==> src/common/rv_macros.svh <==
`ifndef RV_MACROS_SVH
`define RV_MACROS_SVH

// Datapath and field widths
`define RV_XLEN       32
`define RV_REG_AW     5
`define RV_OPC_W      7
`define RV_F3_W       3
`define RV_SHAMT_W    5

// First fetch address
`define RV_RESET_PC   32'h0000_0000

// Data RAM geometry in words
`define RV_DMEM_WORDS 256
`define RV_DMEM_AW    8

// Writeback source
`define RV_WB_MEM     2'd0
`define RV_WB_ALU     2'd1
`define RV_WB_PC4     2'd2

// Base opcodes
`define RV_OPC_LUI    7'b0110111
`define RV_OPC_AUIPC  7'b0010111
`define RV_OPC_JAL    7'b1101111
`define RV_OPC_JALR   7'b1100111
`define RV_OPC_BRANCH 7'b1100011
`define RV_OPC_LOAD   7'b0000011
`define RV_OPC_STORE  7'b0100011
`define RV_OPC_OP_IMM 7'b0010011
`define RV_OPC_OP     7'b0110011

`endif

==> src/hdl/rv_fetch.sv <==
`timescale 1ns/1ps
`default_nettype none

`include "rv_macros.svh"

module rv_fetch (
    input  wire                  clk,
    input  wire                  rst_n,
    input  wire                  jal_taken,
    input  wire [`RV_XLEN-1:0]   jal_target,
    input  wire                  redirect,
    input  wire [`RV_XLEN-1:0]   redirect_target,
    output logic [`RV_XLEN-1:0]  pc,
    output logic                 fetch_valid,
    output logic [`RV_XLEN-1:0]  fetch_pc
);

    logic [`RV_XLEN-1:0] pc_next;

    // X redirect outranks the ID jump
    assign pc_next = redirect  ? redirect_target :
                     jal_taken ? jal_target      : pc + 4;

    always_ff @(posedge clk) begin
        if (!rst_n) begin
            pc          <= `RV_RESET_PC;
            fetch_valid <= 1'b0;
        end else begin
            pc          <= pc_next;
            fetch_valid <= !(redirect || jal_taken);
        end
    end

    // PC of the word now on the instruction port
    always_ff @(posedge clk) begin
        fetch_pc <= pc;
    end

    // A kill leaves a dead word behind, so the next cycle cannot kill again
    single_kill_a: assert property (@(posedge clk) disable iff (!rst_n)
        (jal_taken || redirect) |=> !(jal_taken || redirect))
        else $error("back-to-back kill of one fetch slot");

endmodule

`default_nettype wire

==> config.mk <==
export PLATFORM = sky130hd
export DESIGN_NAME = rv_fetch
export DESIGN_NICKNAME = d
export VERILOG_FILES = /design/src/hdl/rv_fetch.sv
export VERILOG_INCLUDE_DIRS = /design/src /design/src/common
export SDC_FILE = /design/constraint.sdc
export NUM_CORES = 1
export LEC_CHECK = 0
export BUFFER_PORTS_ARGS = -buffer_cell sky130_fd_sc_hd__buf_4
export CORE_ASPECT_RATIO = 1.2
export CORE_MARGIN = 2
export CORE_UTILIZATION = 45
export CTS_BUF_LIST = sky130_fd_sc_hd__clkbuf_4 sky130_fd_sc_hd__clkbuf_8 sky130_fd_sc_hd__clkbuf_16
export CTS_CLUSTER_DIAMETER = 50
export DETAILED_ROUTE_END_ITERATION = 8
export GPL_ROUTABILITY_DRIVEN = 1
export PLACE_DENSITY = 0.91
export SYNTH_ARGS = -nofsm -noshare
export SYNTH_HDL_FRONTEND = slang
export SYNTH_SLANG_ARGS = --single-unit
==> constraint.sdc <==
create_clock -name clk -period 2.35 [get_ports clk]
set_clock_uncertainty 0.2 [all_clocks]
set_input_delay 0.3525 -clock clk [delete_from_list [all_inputs] [get_ports clk]]
set_output_delay 0.3525 -clock clk [all_outputs]
set_load 0.005 [all_outputs]
==> results of run 1 <==
## cell usage in the layout (no fill, tap or decap), drive strengths merged, types with 2 or more instances in the layout
cell,Yosys,routed
o221ai,14,14
nor2,12,12
nand2b,2,2
clkinv,1,4
a211oi,4,4
nor3b,2,2
bufinv,0,2
nor4,5,5
nand2,21,21
nor3,12,12
mux2i,4,4
o21ai,6,6
o22ai,6,6
inv,4,4
a22oi,5,5
buf,2,140
xnor2,15,15
and3,2,2
xor2,9,9
nand4,9,9
clkbuf,13,11
a21oi,21,21
dfxtp,65,65
and4,5,5
nand3,8,8
## critical path, delay by kind of cell (launching register included)
kind                       cells  cell delay (ns)
xor gates and xnor gates       1             0.15
DFF                            1             0.44
adders and majority gates      1             0.26
and+or+nand+nor                3             0.88
AOI/OAI and AO/OA              1             0.10
## logic make-up after synthesis
logic type,after synthesis,share of synthesized area (%)
and+or+nand+nor,80,18.9
DFF,65,51.1
AOI/OAI and AO/OA,62,16.3
xor gates and xnor gates,24,8.26
buffers and inverters,20,3.29
muxes,4,1.57
adders and majority gates,1,0.492
## worst max-delay path by stage
stage / start / to / depth (start not counted) / slack, ns
floorplan: pc[7]$_SDFF_PN0_ / pc[28]$_SDFF_PN0_ / 6 / 0.44
global placement: pc[2]$_SDFF_PN0_ / pc[30]$_SDFF_PN0_ / 6 / 0.33
detailed placement: pc[2]$_SDFF_PN0_ / pc[30]$_SDFF_PN0_ / 6 / 0.24
CTS: pc[2]$_SDFF_PN0_ / pc[26]$_SDFF_PN0_ / 6 / 0.21
global route: pc[4]$_SDFF_PN0_ / pc[17]$_SDFF_PN0_ / 5 / 0.08
finish: pc[2]$_SDFF_PN0_ / pc[26]$_SDFF_PN0_ / 6 / 0.22
## sequential cells by signal, indices dropped and copies added (netlist names)
register and count:
fetch_pc 32, fetch_valid 1, pc 32
## per-stage QoR
step	std cells	instance area, um2	util [%]
after floorplan	256	2540	-
after global placement	445	3610	65.0
after detailed placement	445	3610	65.0
after CTS	461	3830	69.0
after global routing	461	3830	69.0
final	461	3830	69.0
## power groups by stage
stage	logic [W]	registers [W]	clock network, W
after global placement	0.000375	0.00127	0
after floorplan	0.000121	0.00128	0
after CTS	0.000386	0.00125	0.00108
after global routing	0.000417	0.00126	0.00113
final	0.000383	0.00125	0.00106
after detailed placement	0.000384	0.00128	0
## cell usage after synthesis (all sizes together), types with 2 or more instances
library cell  number
o221ai            14
nor3b              2
mux2i              4
and4               5
nand2b             2
o22ai              6
nor4               5
and3               2
nor2              12
nand2             21
buf                2
xor2               9
dfxtp             65
inv                4
a211oi             4
nand3              8
o21ai              6
xnor2             15
nand4              9
clkbuf            13
nor3              12
a22oi              5
a21oi             21
## routing by layer
metal | wire (um) | track usage [%]
met1 | 2910 | 26.7
met2 | 3770 | 40.8
met3 | 494 | 6.16
met4 | 112 | 11.4
met5 | 0 | 0
## area by class of cell
cell class                      instances  area share, %
Timing Repair Buffer                  140           27.4
Clock buffer                           11           3.78
Inverter                                5          0.489
Sequential cell                        65           33.9
Multi-Input combinational cell        171           30.2
Clock inverter                          5           2.06
Tap cell                               64           2.09
==> summary.txt, run 1 <==
Route
  – Via Count: 2492
  – Drc violations: 0
  – Drt total wl: 7290 um
  – Post-DR vias/cell: 5.41
  – DR iter-0 viols: 190
  – Initial DRT Pass Iterations: 4
  – DR WL/cell: 15.8 um
  – Number of routed nets with antenna violations: 0

Cells and area
  – Ant diodes: 0
  – Multi-input gate area: 1160 um2
  – Layout cells sized above 1: 42.3%
  – Nets: 461
  – Register Area: 1300 um2
  – Syn-to-layout area delta: 50.7%
  – Fill cell count: 442

Pwr
  – Total Power: 0.00270 W
  – NetSw: 0.000643 W
  – IR drop worst, VDD: 443 uV
  – Power Internal: 0.00205 W
  – Leak: 1.67 nW
  – Net Sw Frac: 23.9%
  – Reg power frac: 46.5%
  – Clock power share: 39.3%
  – Power Density: 703 nW/um2
  – Combinational power share: 14.2%

Worst setup path
  – CP max FO: 6
  – CP max stage delay: 0.44 ns
  – Worst r2r path cells: 6
  – Worst r2r src: pc[2]$_SDFF_PN0_
  – Worst reg2reg setup slack: 0.22 ns
  – Critical Path AT: 2.16 ns
  – CP max-delay cell: dfxtp_1
  – CP required: 2.38 ns
  – R2r endpoint: pc[26]$_SDFF_PN0_
  – CP Launch Type: flip-flop
  – Worst path cell trace: ha_1, and4_1, nand3_1, nor3_2, xnor2_1, a21oi_1
  – Setup CP Type: reg2reg
  – Critical Path Sink Type: flip-flop

Die
  – Boundary Pins: 133
  – Die Ht: 86.4 um
  – Row count: 30
  – Die area: 6280 um2
  – Chip Width: 72.7 um
  – Core region area: 5560 um2
  – Initial Utilization: 45.8%

STA
  – Setup TNS: 0 ns
  – Final Slew Violations: 0
  – Final setup margin: 0.223 ns
  – Final Cycle Share: 90.5%
  – Final Hold Fails: 0
  – Final setup fails: 0
  – Slew Limit Headroom: 59.2%
  – Max Fclk: 0.470 GHz
  – Slew @ Worst Pin: 0.611 ns
  – Tmin final: 2.13 ns
  – RSZ-0062 raised after global routing: false
  – Hold Slack: 0.0427 ns

Global route
  – Grt ovf: 0
  – Largest net degree at the start of global routing: 24
  – Vias in the first global route: 2443
  – GRT Total Usage: 23.6%
  – Antenna violations before repair: 0
  – First-pass GRT wire length: 11400 um

Logic synthesis
  – Mapped Area: 2540 um2
  – Register bit total from synthesis: 65
  – Yosys top cell area share: 51.1%
  – Mapped Cells: 256
  – Fraction of registers with async set/reset: 0%
  – Ranking of synthesized cells by area: dfxtp_1 (51%), xnor2_1 (5.2%), o221ai_1 (4.8%)
  – Synthesis warning total: 0
  – Syn Area/Cell: 9.94 um2
  – Sequential fraction of the synthesis area: 51.1%
  – Synth Flop Type: dfxtp_1
  – EDFF count, synth: 0
  – Yosys cell types: 40
  – Area leader, netlist: dfxtp_1
  – Post-synthesis net count: 325

Clock network
  – Setup bufs post-CTS: 0
  – CTS sink cnt: 65
  – Num CTS Buffers: 9
  – Clock Tree Buf Depth: 2
  – Worst-path clk slew: 0.07 ns
  – # H-tree levels: 3
  – CTS-repair resized insts: 0
  – Insertion delay to the later sink of the worst-skew pair: 0.35 ns
  – Hold_buf cts: 0
  – CTS root buf: clkbuf_8
  – TritonCTS clock tree: done

Placement
  – RD Place Congestion: 0.732
  – Buffers on Ports: 132
  – Dpl hpwl: 5370 um
  – Placement Setup Slack: 0.240 ns

Run status
  – Status: finished clean

Min path
  – Worst hold path class: in2reg
  – WHS Path Cells: 3
  – Hold path endpoint: pc[4]$_SDFF_PN0_
  – Hold Path Origin: redirect_target[4]

Flow run
  – Max cap viols: 0
Note: power is estimated with default switching activity, not from simulation.
==> run 2: changes to the inputs <==
--- a/config.mk
+++ b/config.mk
@@ -14,7 +14,7 @@
 export CTS_CLUSTER_DIAMETER = 50
 export DETAILED_ROUTE_END_ITERATION = 8
 export GPL_ROUTABILITY_DRIVEN = 1
-export PLACE_DENSITY = 0.91
+export PLACE_DENSITY_LB_ADDON = 0.12
 export SYNTH_ARGS = -nofsm -noshare
 export SYNTH_HDL_FRONTEND = slang
 export SYNTH_SLANG_ARGS = --single-unit
==> run 2 against run 1 <==
Against the previous run:
- routed wire length fell by 3.2%
- sequential power barely moved
- combinational power fell by 2%
- global-route usage fell by 0.82 points
- largest cell class unchanged
- sequential share of layout area rose by 0.28 points
- largest power group unchanged
- total power fell by 3.9%
- critical endpoint is now pc[31]$_SDFF_PN0_
- critical path depth fell by 1
- register-to-register slack improved by 0.05 ns
- clock-buffer cell count rose by 2
- via count fell by 1.2%
==> summary.txt, run 2 (synthesis results as in run 1) <==
Clock network
  – CTS root buf: clkbuf_8
  – Hold_buf cts: 0
  – Clock Tree Buf Depth: 2
  – Num CTS Buffers: 9
  – Setup bufs post-CTS: 0
  – Insertion delay to the later sink of the worst-skew pair: 0.34 ns
  – TritonCTS clock tree: done
  – CTS-repair resized insts: 0
  – Worst-path clk slew: 0.07 ns
  – CTS sink cnt: 65
  – # H-tree levels: 3

Cells and area
  – Ant diodes: 0
  – Layout cells sized above 1: 42.2%
  – Biggest regs: fetch_pc (32), pc (32), fetch_valid (1)
  – Nets: 460
  – Final non-filler cell total: 460
  – Leading cell types in the layout, fill and taps excluded: buf_4 (139), dfxtp_1 (65), a21oi_1 (21), nand2_1 (21), xnor2_1 (15)
  – Syn-to-layout area delta: 49.5%
  – Most common cell after layout, fill and taps aside: buf_4
  – Fill cell count: 464

Die
  – Boundary Pins: 133
  – Die area: 6280 um2
  – Chip Width: 72.7 um
  – Row count: 30
  – Die Ht: 86.4 um
  – Core region area: 5560 um2
  – Initial Utilization: 45.8%

Pwr
  – Clock power share: 37.0%
  – Power Internal: 0.00197 W
  – Combinational power share: 14.6%
  – Reg power frac: 48.4%
  – Power Density: 681 nW/um2
  – NetSw: 0.000623 W
  – Net Sw Frac: 24.1%
  – IR drop worst, VDD: 411 uV
  – Leak: 1.66 nW

Placement
  – Dpl hpwl: 5160 um
  – Cells after DPL: 444
  – RD Place Congestion: 0.761
  – Buffers on Ports: 132

Worst setup path
  – CP max FO: 13
  – Critical Path AT: 2.10 ns
  – CP Launch Type: flip-flop
  – Critical path buffer and inverter count: 0
  – CP max stage delay: 0.51 ns
  – CP required: 2.37 ns
  – Worst r2r src: pc[11]$_SDFF_PN0_
  – Worst path cell trace: nand4_1, or3_4, nor4_2, xnor2_1, a21oi_1
  – CP max-delay cell: or3_4
  – Critical Path Sink Type: flip-flop
  – R2r endpoint: pc[31]$_SDFF_PN0_
  – Worst r2r path cells: 5
  – Worst reg2reg setup slack: 0.27 ns
  – Setup CP Type: reg2reg
  – CP top delay family: simple AND/OR/NAND/NOR gates

STA
  – Tmin final: 2.08 ns
  – Final Hold Fails: 0
  – Setup TNS: 0 ns
  – Slew Limit Headroom: 60.6%
  – Final Slew Violations: 0
  – RSZ-0062 raised after global routing: false
  – Final setup fails: 0
  – Max Fclk: 0.481 GHz
  – Slew @ Worst Pin: 0.589 ns
  – Final Cycle Share: 88.5%

Route
  – Drc violations: 0
  – DR WL/cell: 15.3 um
  – Post-DR vias/cell: 5.35
  – Number of routed nets with antenna violations: 0
  – Via Count: 2461
  – Initial DRT Pass Iterations: 4
  – DR iter-0 viols: 77
  – Drt total wl: 7050 um

Flow run
  – Max cap viols: 0

Min path
  – Hold path endpoint: pc[3]$_SDFF_PN0_
  – Worst hold path class: in2reg
  – WHS Path Cells: 3
  – Hold Path Origin: redirect_target[3]

Run status
  – Status: finished clean

Global route
  – Grt ovf: 0
  – Antenna violations before repair: 0
  – GRT Total Usage: 22.8%
  – First-pass GRT wire length: 11000 um
  – Largest net degree at the start of global routing: 24
  – Vias in the first global route: 2339
run 2: worst register-to-register path: cells and delay by family, from the launching register on:
kind             cells  cell delay, ns
XOR/XNOR             1            0.15
AND/OR/NAND/NOR      3            1.10
AO/OA/AOI/OAI        1            0.08
flip-flops           1            0.43
run 2: worst max path at each step:
stage / startpoint / slack [ns] / end / cells past startpoint
global route: pc[3]$_SDFF_PN0_ / 0.10 / pc[28]$_SDFF_PN0_ / 6
detailed placement: pc[3]$_SDFF_PN0_ / 0.28 / pc[30]$_SDFF_PN0_ / 6
finish: pc[11]$_SDFF_PN0_ / 0.27 / pc[31]$_SDFF_PN0_ / 5
CTS: pc[3]$_SDFF_PN0_ / 0.26 / pc[30]$_SDFF_PN0_ / 6
floorplan: pc[7]$_SDFF_PN0_ / 0.44 / pc[28]$_SDFF_PN0_ / 6
global placement: pc[11]$_SDFF_PN0_ / 0.35 / pc[23]$_SDFF_PN0_ / 5
run 2: metal layers:
| layer | track usage (%) | vias up | part of all wire (%) |
|---|---|---|---|
| met2 | 39.1 | 85 | 52 |
| li1 | - | 1213 | - |
| met5 | 0 | - | 0 |
| met4 | 9.09 | 0 | 1.5 |
| met1 | 26.6 | 1154 | 41 |
| met3 | 6.51 | 9 | 6.2 |
run 2: per-stage QoR:
stage	setup slack (ns)	hold slack [ns]	cell area, um2	util (%)	power (W)
after global placement	0.351	0.157	3600	64.9	0.00165
after floorplan	0.439	0.164	2540	-	0.00140
after global routing	0.101	0.0464	3800	68.5	0.00269
after detailed placement	0.284	0.163	3600	64.9	0.00166
after CTS	0.263	0.0395	3800	68.5	0.00260
final	0.270	0.0456	3800	68.5	0.00259
run 2: layout make-up:
class	instances	area (um2)	area share [%]
flip-flops and latches	65	1300	34.2
inverters	5	18.8	0.493
clock inverters	3	40.0	1.05
clock buffers	13	160	4.21
well taps	64	80.1	2.11
multi-input cells	171	1160	30.5
repair buffers	139	1040	27.4
run 2: power by group through the flow:
stage | Sequential [W] | Combinational, W | Clock (W)
3_3_place_gp | 0.00128 | 0.000377 | 0
5_1_grt | 0.00126 | 0.000411 | 0.00102
2_1_floorplan | 0.00128 | 0.000121 | 0
4_1_cts | 0.00126 | 0.000381 | 0.000966
3_5_place_dp | 0.00128 | 0.000379 | 0
6_report | 0.00125 | 0.000377 | 0.000959
==> run 3: changes to the inputs <==
--- a/config.mk
+++ b/config.mk
@@ -9,7 +9,7 @@
 export BUFFER_PORTS_ARGS = -buffer_cell sky130_fd_sc_hd__buf_4
 export CORE_ASPECT_RATIO = 1.2
 export CORE_MARGIN = 2
-export CORE_UTILIZATION = 45
+export CORE_UTILIZATION = 40
 export CTS_BUF_LIST = sky130_fd_sc_hd__clkbuf_4 sky130_fd_sc_hd__clkbuf_8 sky130_fd_sc_hd__clkbuf_16
 export CTS_CLUSTER_DIAMETER = 50
 export DETAILED_ROUTE_END_ITERATION = 8
==> constraint.sdc (replaced) <==
create_clock -name clk -period 1.89 [get_ports clk]
set_clock_uncertainty 0.2 [all_clocks]
set_input_delay 0.2835 -clock clk [delete_from_list [all_inputs] [get_ports clk]]
set_output_delay 0.2835 -clock clk [all_outputs]
set_load 0.005 [all_outputs]
==> run 3 against run 2 <==
Against the previous run:
- sequential power is 22% higher
- highest routed layer unchanged
- critical endpoint is now pc[22]$_SDFF_PN0_
- worst setup slack worse by 0.23 ns
- global-route usage is 0.66 points lower
- via count is 6.9% higher
- sequential cell count stayed put
- critical path type unchanged
- hold slack worse by 0.030 ns
- combinational power is 54% higher
- first-iteration DRC count is 43% higher
- utilization is 1.3 points higher
- total power is 28% higher
- clock power is 26% higher
- final cell count is 13% higher
==> summary.txt, run 3 (synthesis results as in run 1) <==
Cells and area
  – Biggest regs: fetch_pc (32), pc (32), fetch_valid (1)
  – Most common cell after layout, fill and taps aside: buf_4
  – Syn-to-layout area delta: 66.9%
  – Ant diodes: 0
  – Layout cells sized above 1: 49.4%
  – Nets: 502
  – Final Util: 69.8%
  – Leading cell types in the layout, fill and taps excluded: buf_4 (171), dfxtp_1 (58), a21oi_1 (21)
  – Fill cell count: 499
  – Final non-filler cell total: 519

STA
  – Final setup fails: 0
  – Final Hold Fails: 0
  – RSZ-0062 raised after global routing: true
  – Final setup margin: 0.0371 ns
  – Hold Slack: 0.0157 ns
  – Final Slew Violations: 0
  – Slew @ Worst Pin: 0.471 ns
  – Slew Limit Headroom: 68.5%
  – Final Cycle Share: 98.0%
  – Tmin final: 1.85 ns
  – Max Fclk: 0.540 GHz

Placement
  – Dpl hpwl: 5630 um
  – RD Place Congestion: 0.821
  – Placement Setup Slack: -0.00914 ns
  – Cells after DPL: 490
  – Buffers on Ports: 132

Route
  – Initial DRT Pass Iterations: 4
  – Number of routed nets with antenna violations: 0
  – Via Count: 2630
  – Drt total wl: 8000 um
  – DR iter-0 viols: 110
  – Drc violations: 0
  – DR WL/cell: 15.4 um
  – Post-DR vias/cell: 5.07

Worst setup path
  – CP Launch Point: pc[13]$_SDFF_PN0_
  – Critical Path AT: 1.93 ns
  – CP max FO: 5
  – CP required: 1.97 ns
  – Setup CP Type: reg2reg
  – Worst r2r src: pc[13]$_SDFF_PN0_
  – CP Launch Type: flip-flop
  – Worst r2r path cells: 7
  – Worst reg2reg setup slack: 0.04 ns
  – Critical Path Sink Type: flip-flop
  – Crit path to: pc[22]$_SDFF_PN0_
  – R2r endpoint: pc[22]$_SDFF_PN0_

Die
  – Core region area: 6090 um2
  – Die Ht: 91.4 um
  – Boundary Pins: 133
  – Initial Utilization: 41.8%
  – Die area: 7020 um2
  – Chip Width: 76.8 um
  – Row count: 31

Global route
  – Vias in the first global route: 2521
  – Antenna violations before repair: 0
  – GRT Total Usage: 22.1%
  – Largest net degree at the start of global routing: 24
  – First-pass GRT wire length: 12200 um
  – Grt ovf: 0

Flow run
  – Max cap viols: 0

Clock network
  – Worst-path clk slew: 0.07 ns
  – CTS root buf: clkbuf_8
  – Insertion delay to the later sink of the worst-skew pair: 0.34 ns
  – # H-tree levels: 3
  – Num CTS Buffers: 9
  – Clock Tree Buf Depth: 2
  – TritonCTS clock tree: done
  – CTS sink cnt: 65

Pwr
  – Total Power: 0.00332 W
  – Power Density: 782 nW/um2
  – IR drop worst, VDD: 948 uV
  – Leak: 1.90 nW

Min path
  – Worst hold path class: in2reg

Run status
  – Status: finished clean
-- run 3: changes by cell type in the layout (fill, tap and decap cells not counted), moves of 2 or more --
cell	previous run	this run
dfxtp_2	0	5
dfxtp_4	0	2
and4_1	5	3
buf_4	139	171
nand3_1	8	6
clkbuf_4	3	1
dfxtp_1	65	58
dlygate4sd3_1	0	8
nor4_4	0	2
-- run 3: worst min-delay path by stage --
stage                       startpoint             endpoint  slack [ns]  depth (start not counted)
floorplan             pc[6]$_SDFF_PN0_  fetch_pc[6]$_DFF_P_        0.16                          0
global placement    pc[0]$_SDFFE_PN0N_  fetch_pc[0]$_DFF_P_        0.16                          0
detailed placement  pc[1]$_SDFFE_PN0N_  fetch_pc[1]$_DFF_P_        0.16                          0
CTS                 redirect_target[2]     pc[2]$_SDFF_PN0_       0.006                          3
global route        redirect_target[2]     pc[2]$_SDFF_PN0_        0.04                          3
finish              redirect_target[2]     pc[2]$_SDFF_PN0_        0.02                          3
-- run 3: layout make-up --
type / instances / area (um2) / share of cell area (%)
clock buffer: 12 / 159 / 3.74
clock inverter: 3 / 40.0 / 0.943
inverter: 5 / 18.8 / 0.442
multi-input combinational: 172 / 1240 / 29.1
sequential: 65 / 1320 / 31.0
tap: 82 / 103 / 2.42
timing repair buffer: 180 / 1380 / 32.4
-- run 3: timing repair --
item,CTS,global route
pin swaps,0,6
cloned,0,1
hold buffers,8,0
endpoints found under the hold margin,8,0
resized for setup,2,19
buffers inserted,0,5
endpoints found under the setup margin,2,10
-- run 3: worst max-delay path, stage by stage, from the launching register on --
cell,delay (ns)
dfxtp_1,0.34
nand4_1,0.18
buf_4,0.21
nor4_1,0.28
buf_4,0.18
nand4_1,0.11
xor2_1,0.15
a21oi_1,0.13
-- run 3: through the flow --
step	setup TNS [ns]	instance area, um2
2_1_floorplan	0	2550
3_3_place_gp	0	3840
5_1_grt	-0.122	4250
3_5_place_dp	-0.00914	3840
4_1_cts	0	4120
6_report	0	4250
-- run 3: power by group --
part	total (W)	internal [W]	switching (W)
Sequential	0.00153	0.00147	0.0000583
Combinational	0.000582	0.000347	0.000235
Clock	0.00121	0.000684	0.000521
Total	0.00332	0.00251	0.000814
-- run 3: metal layers --
layer / global-route usage (%) / up-vias / share of wire (%)
li1: - / 1299 / -
met1: 25.4 / 1209 / 40
met2: 38.6 / 111 / 51
met3: 5.37 / 11 / 6.9
met4: 10.0 / 0 / 1.9
met5: 0 / - / 0
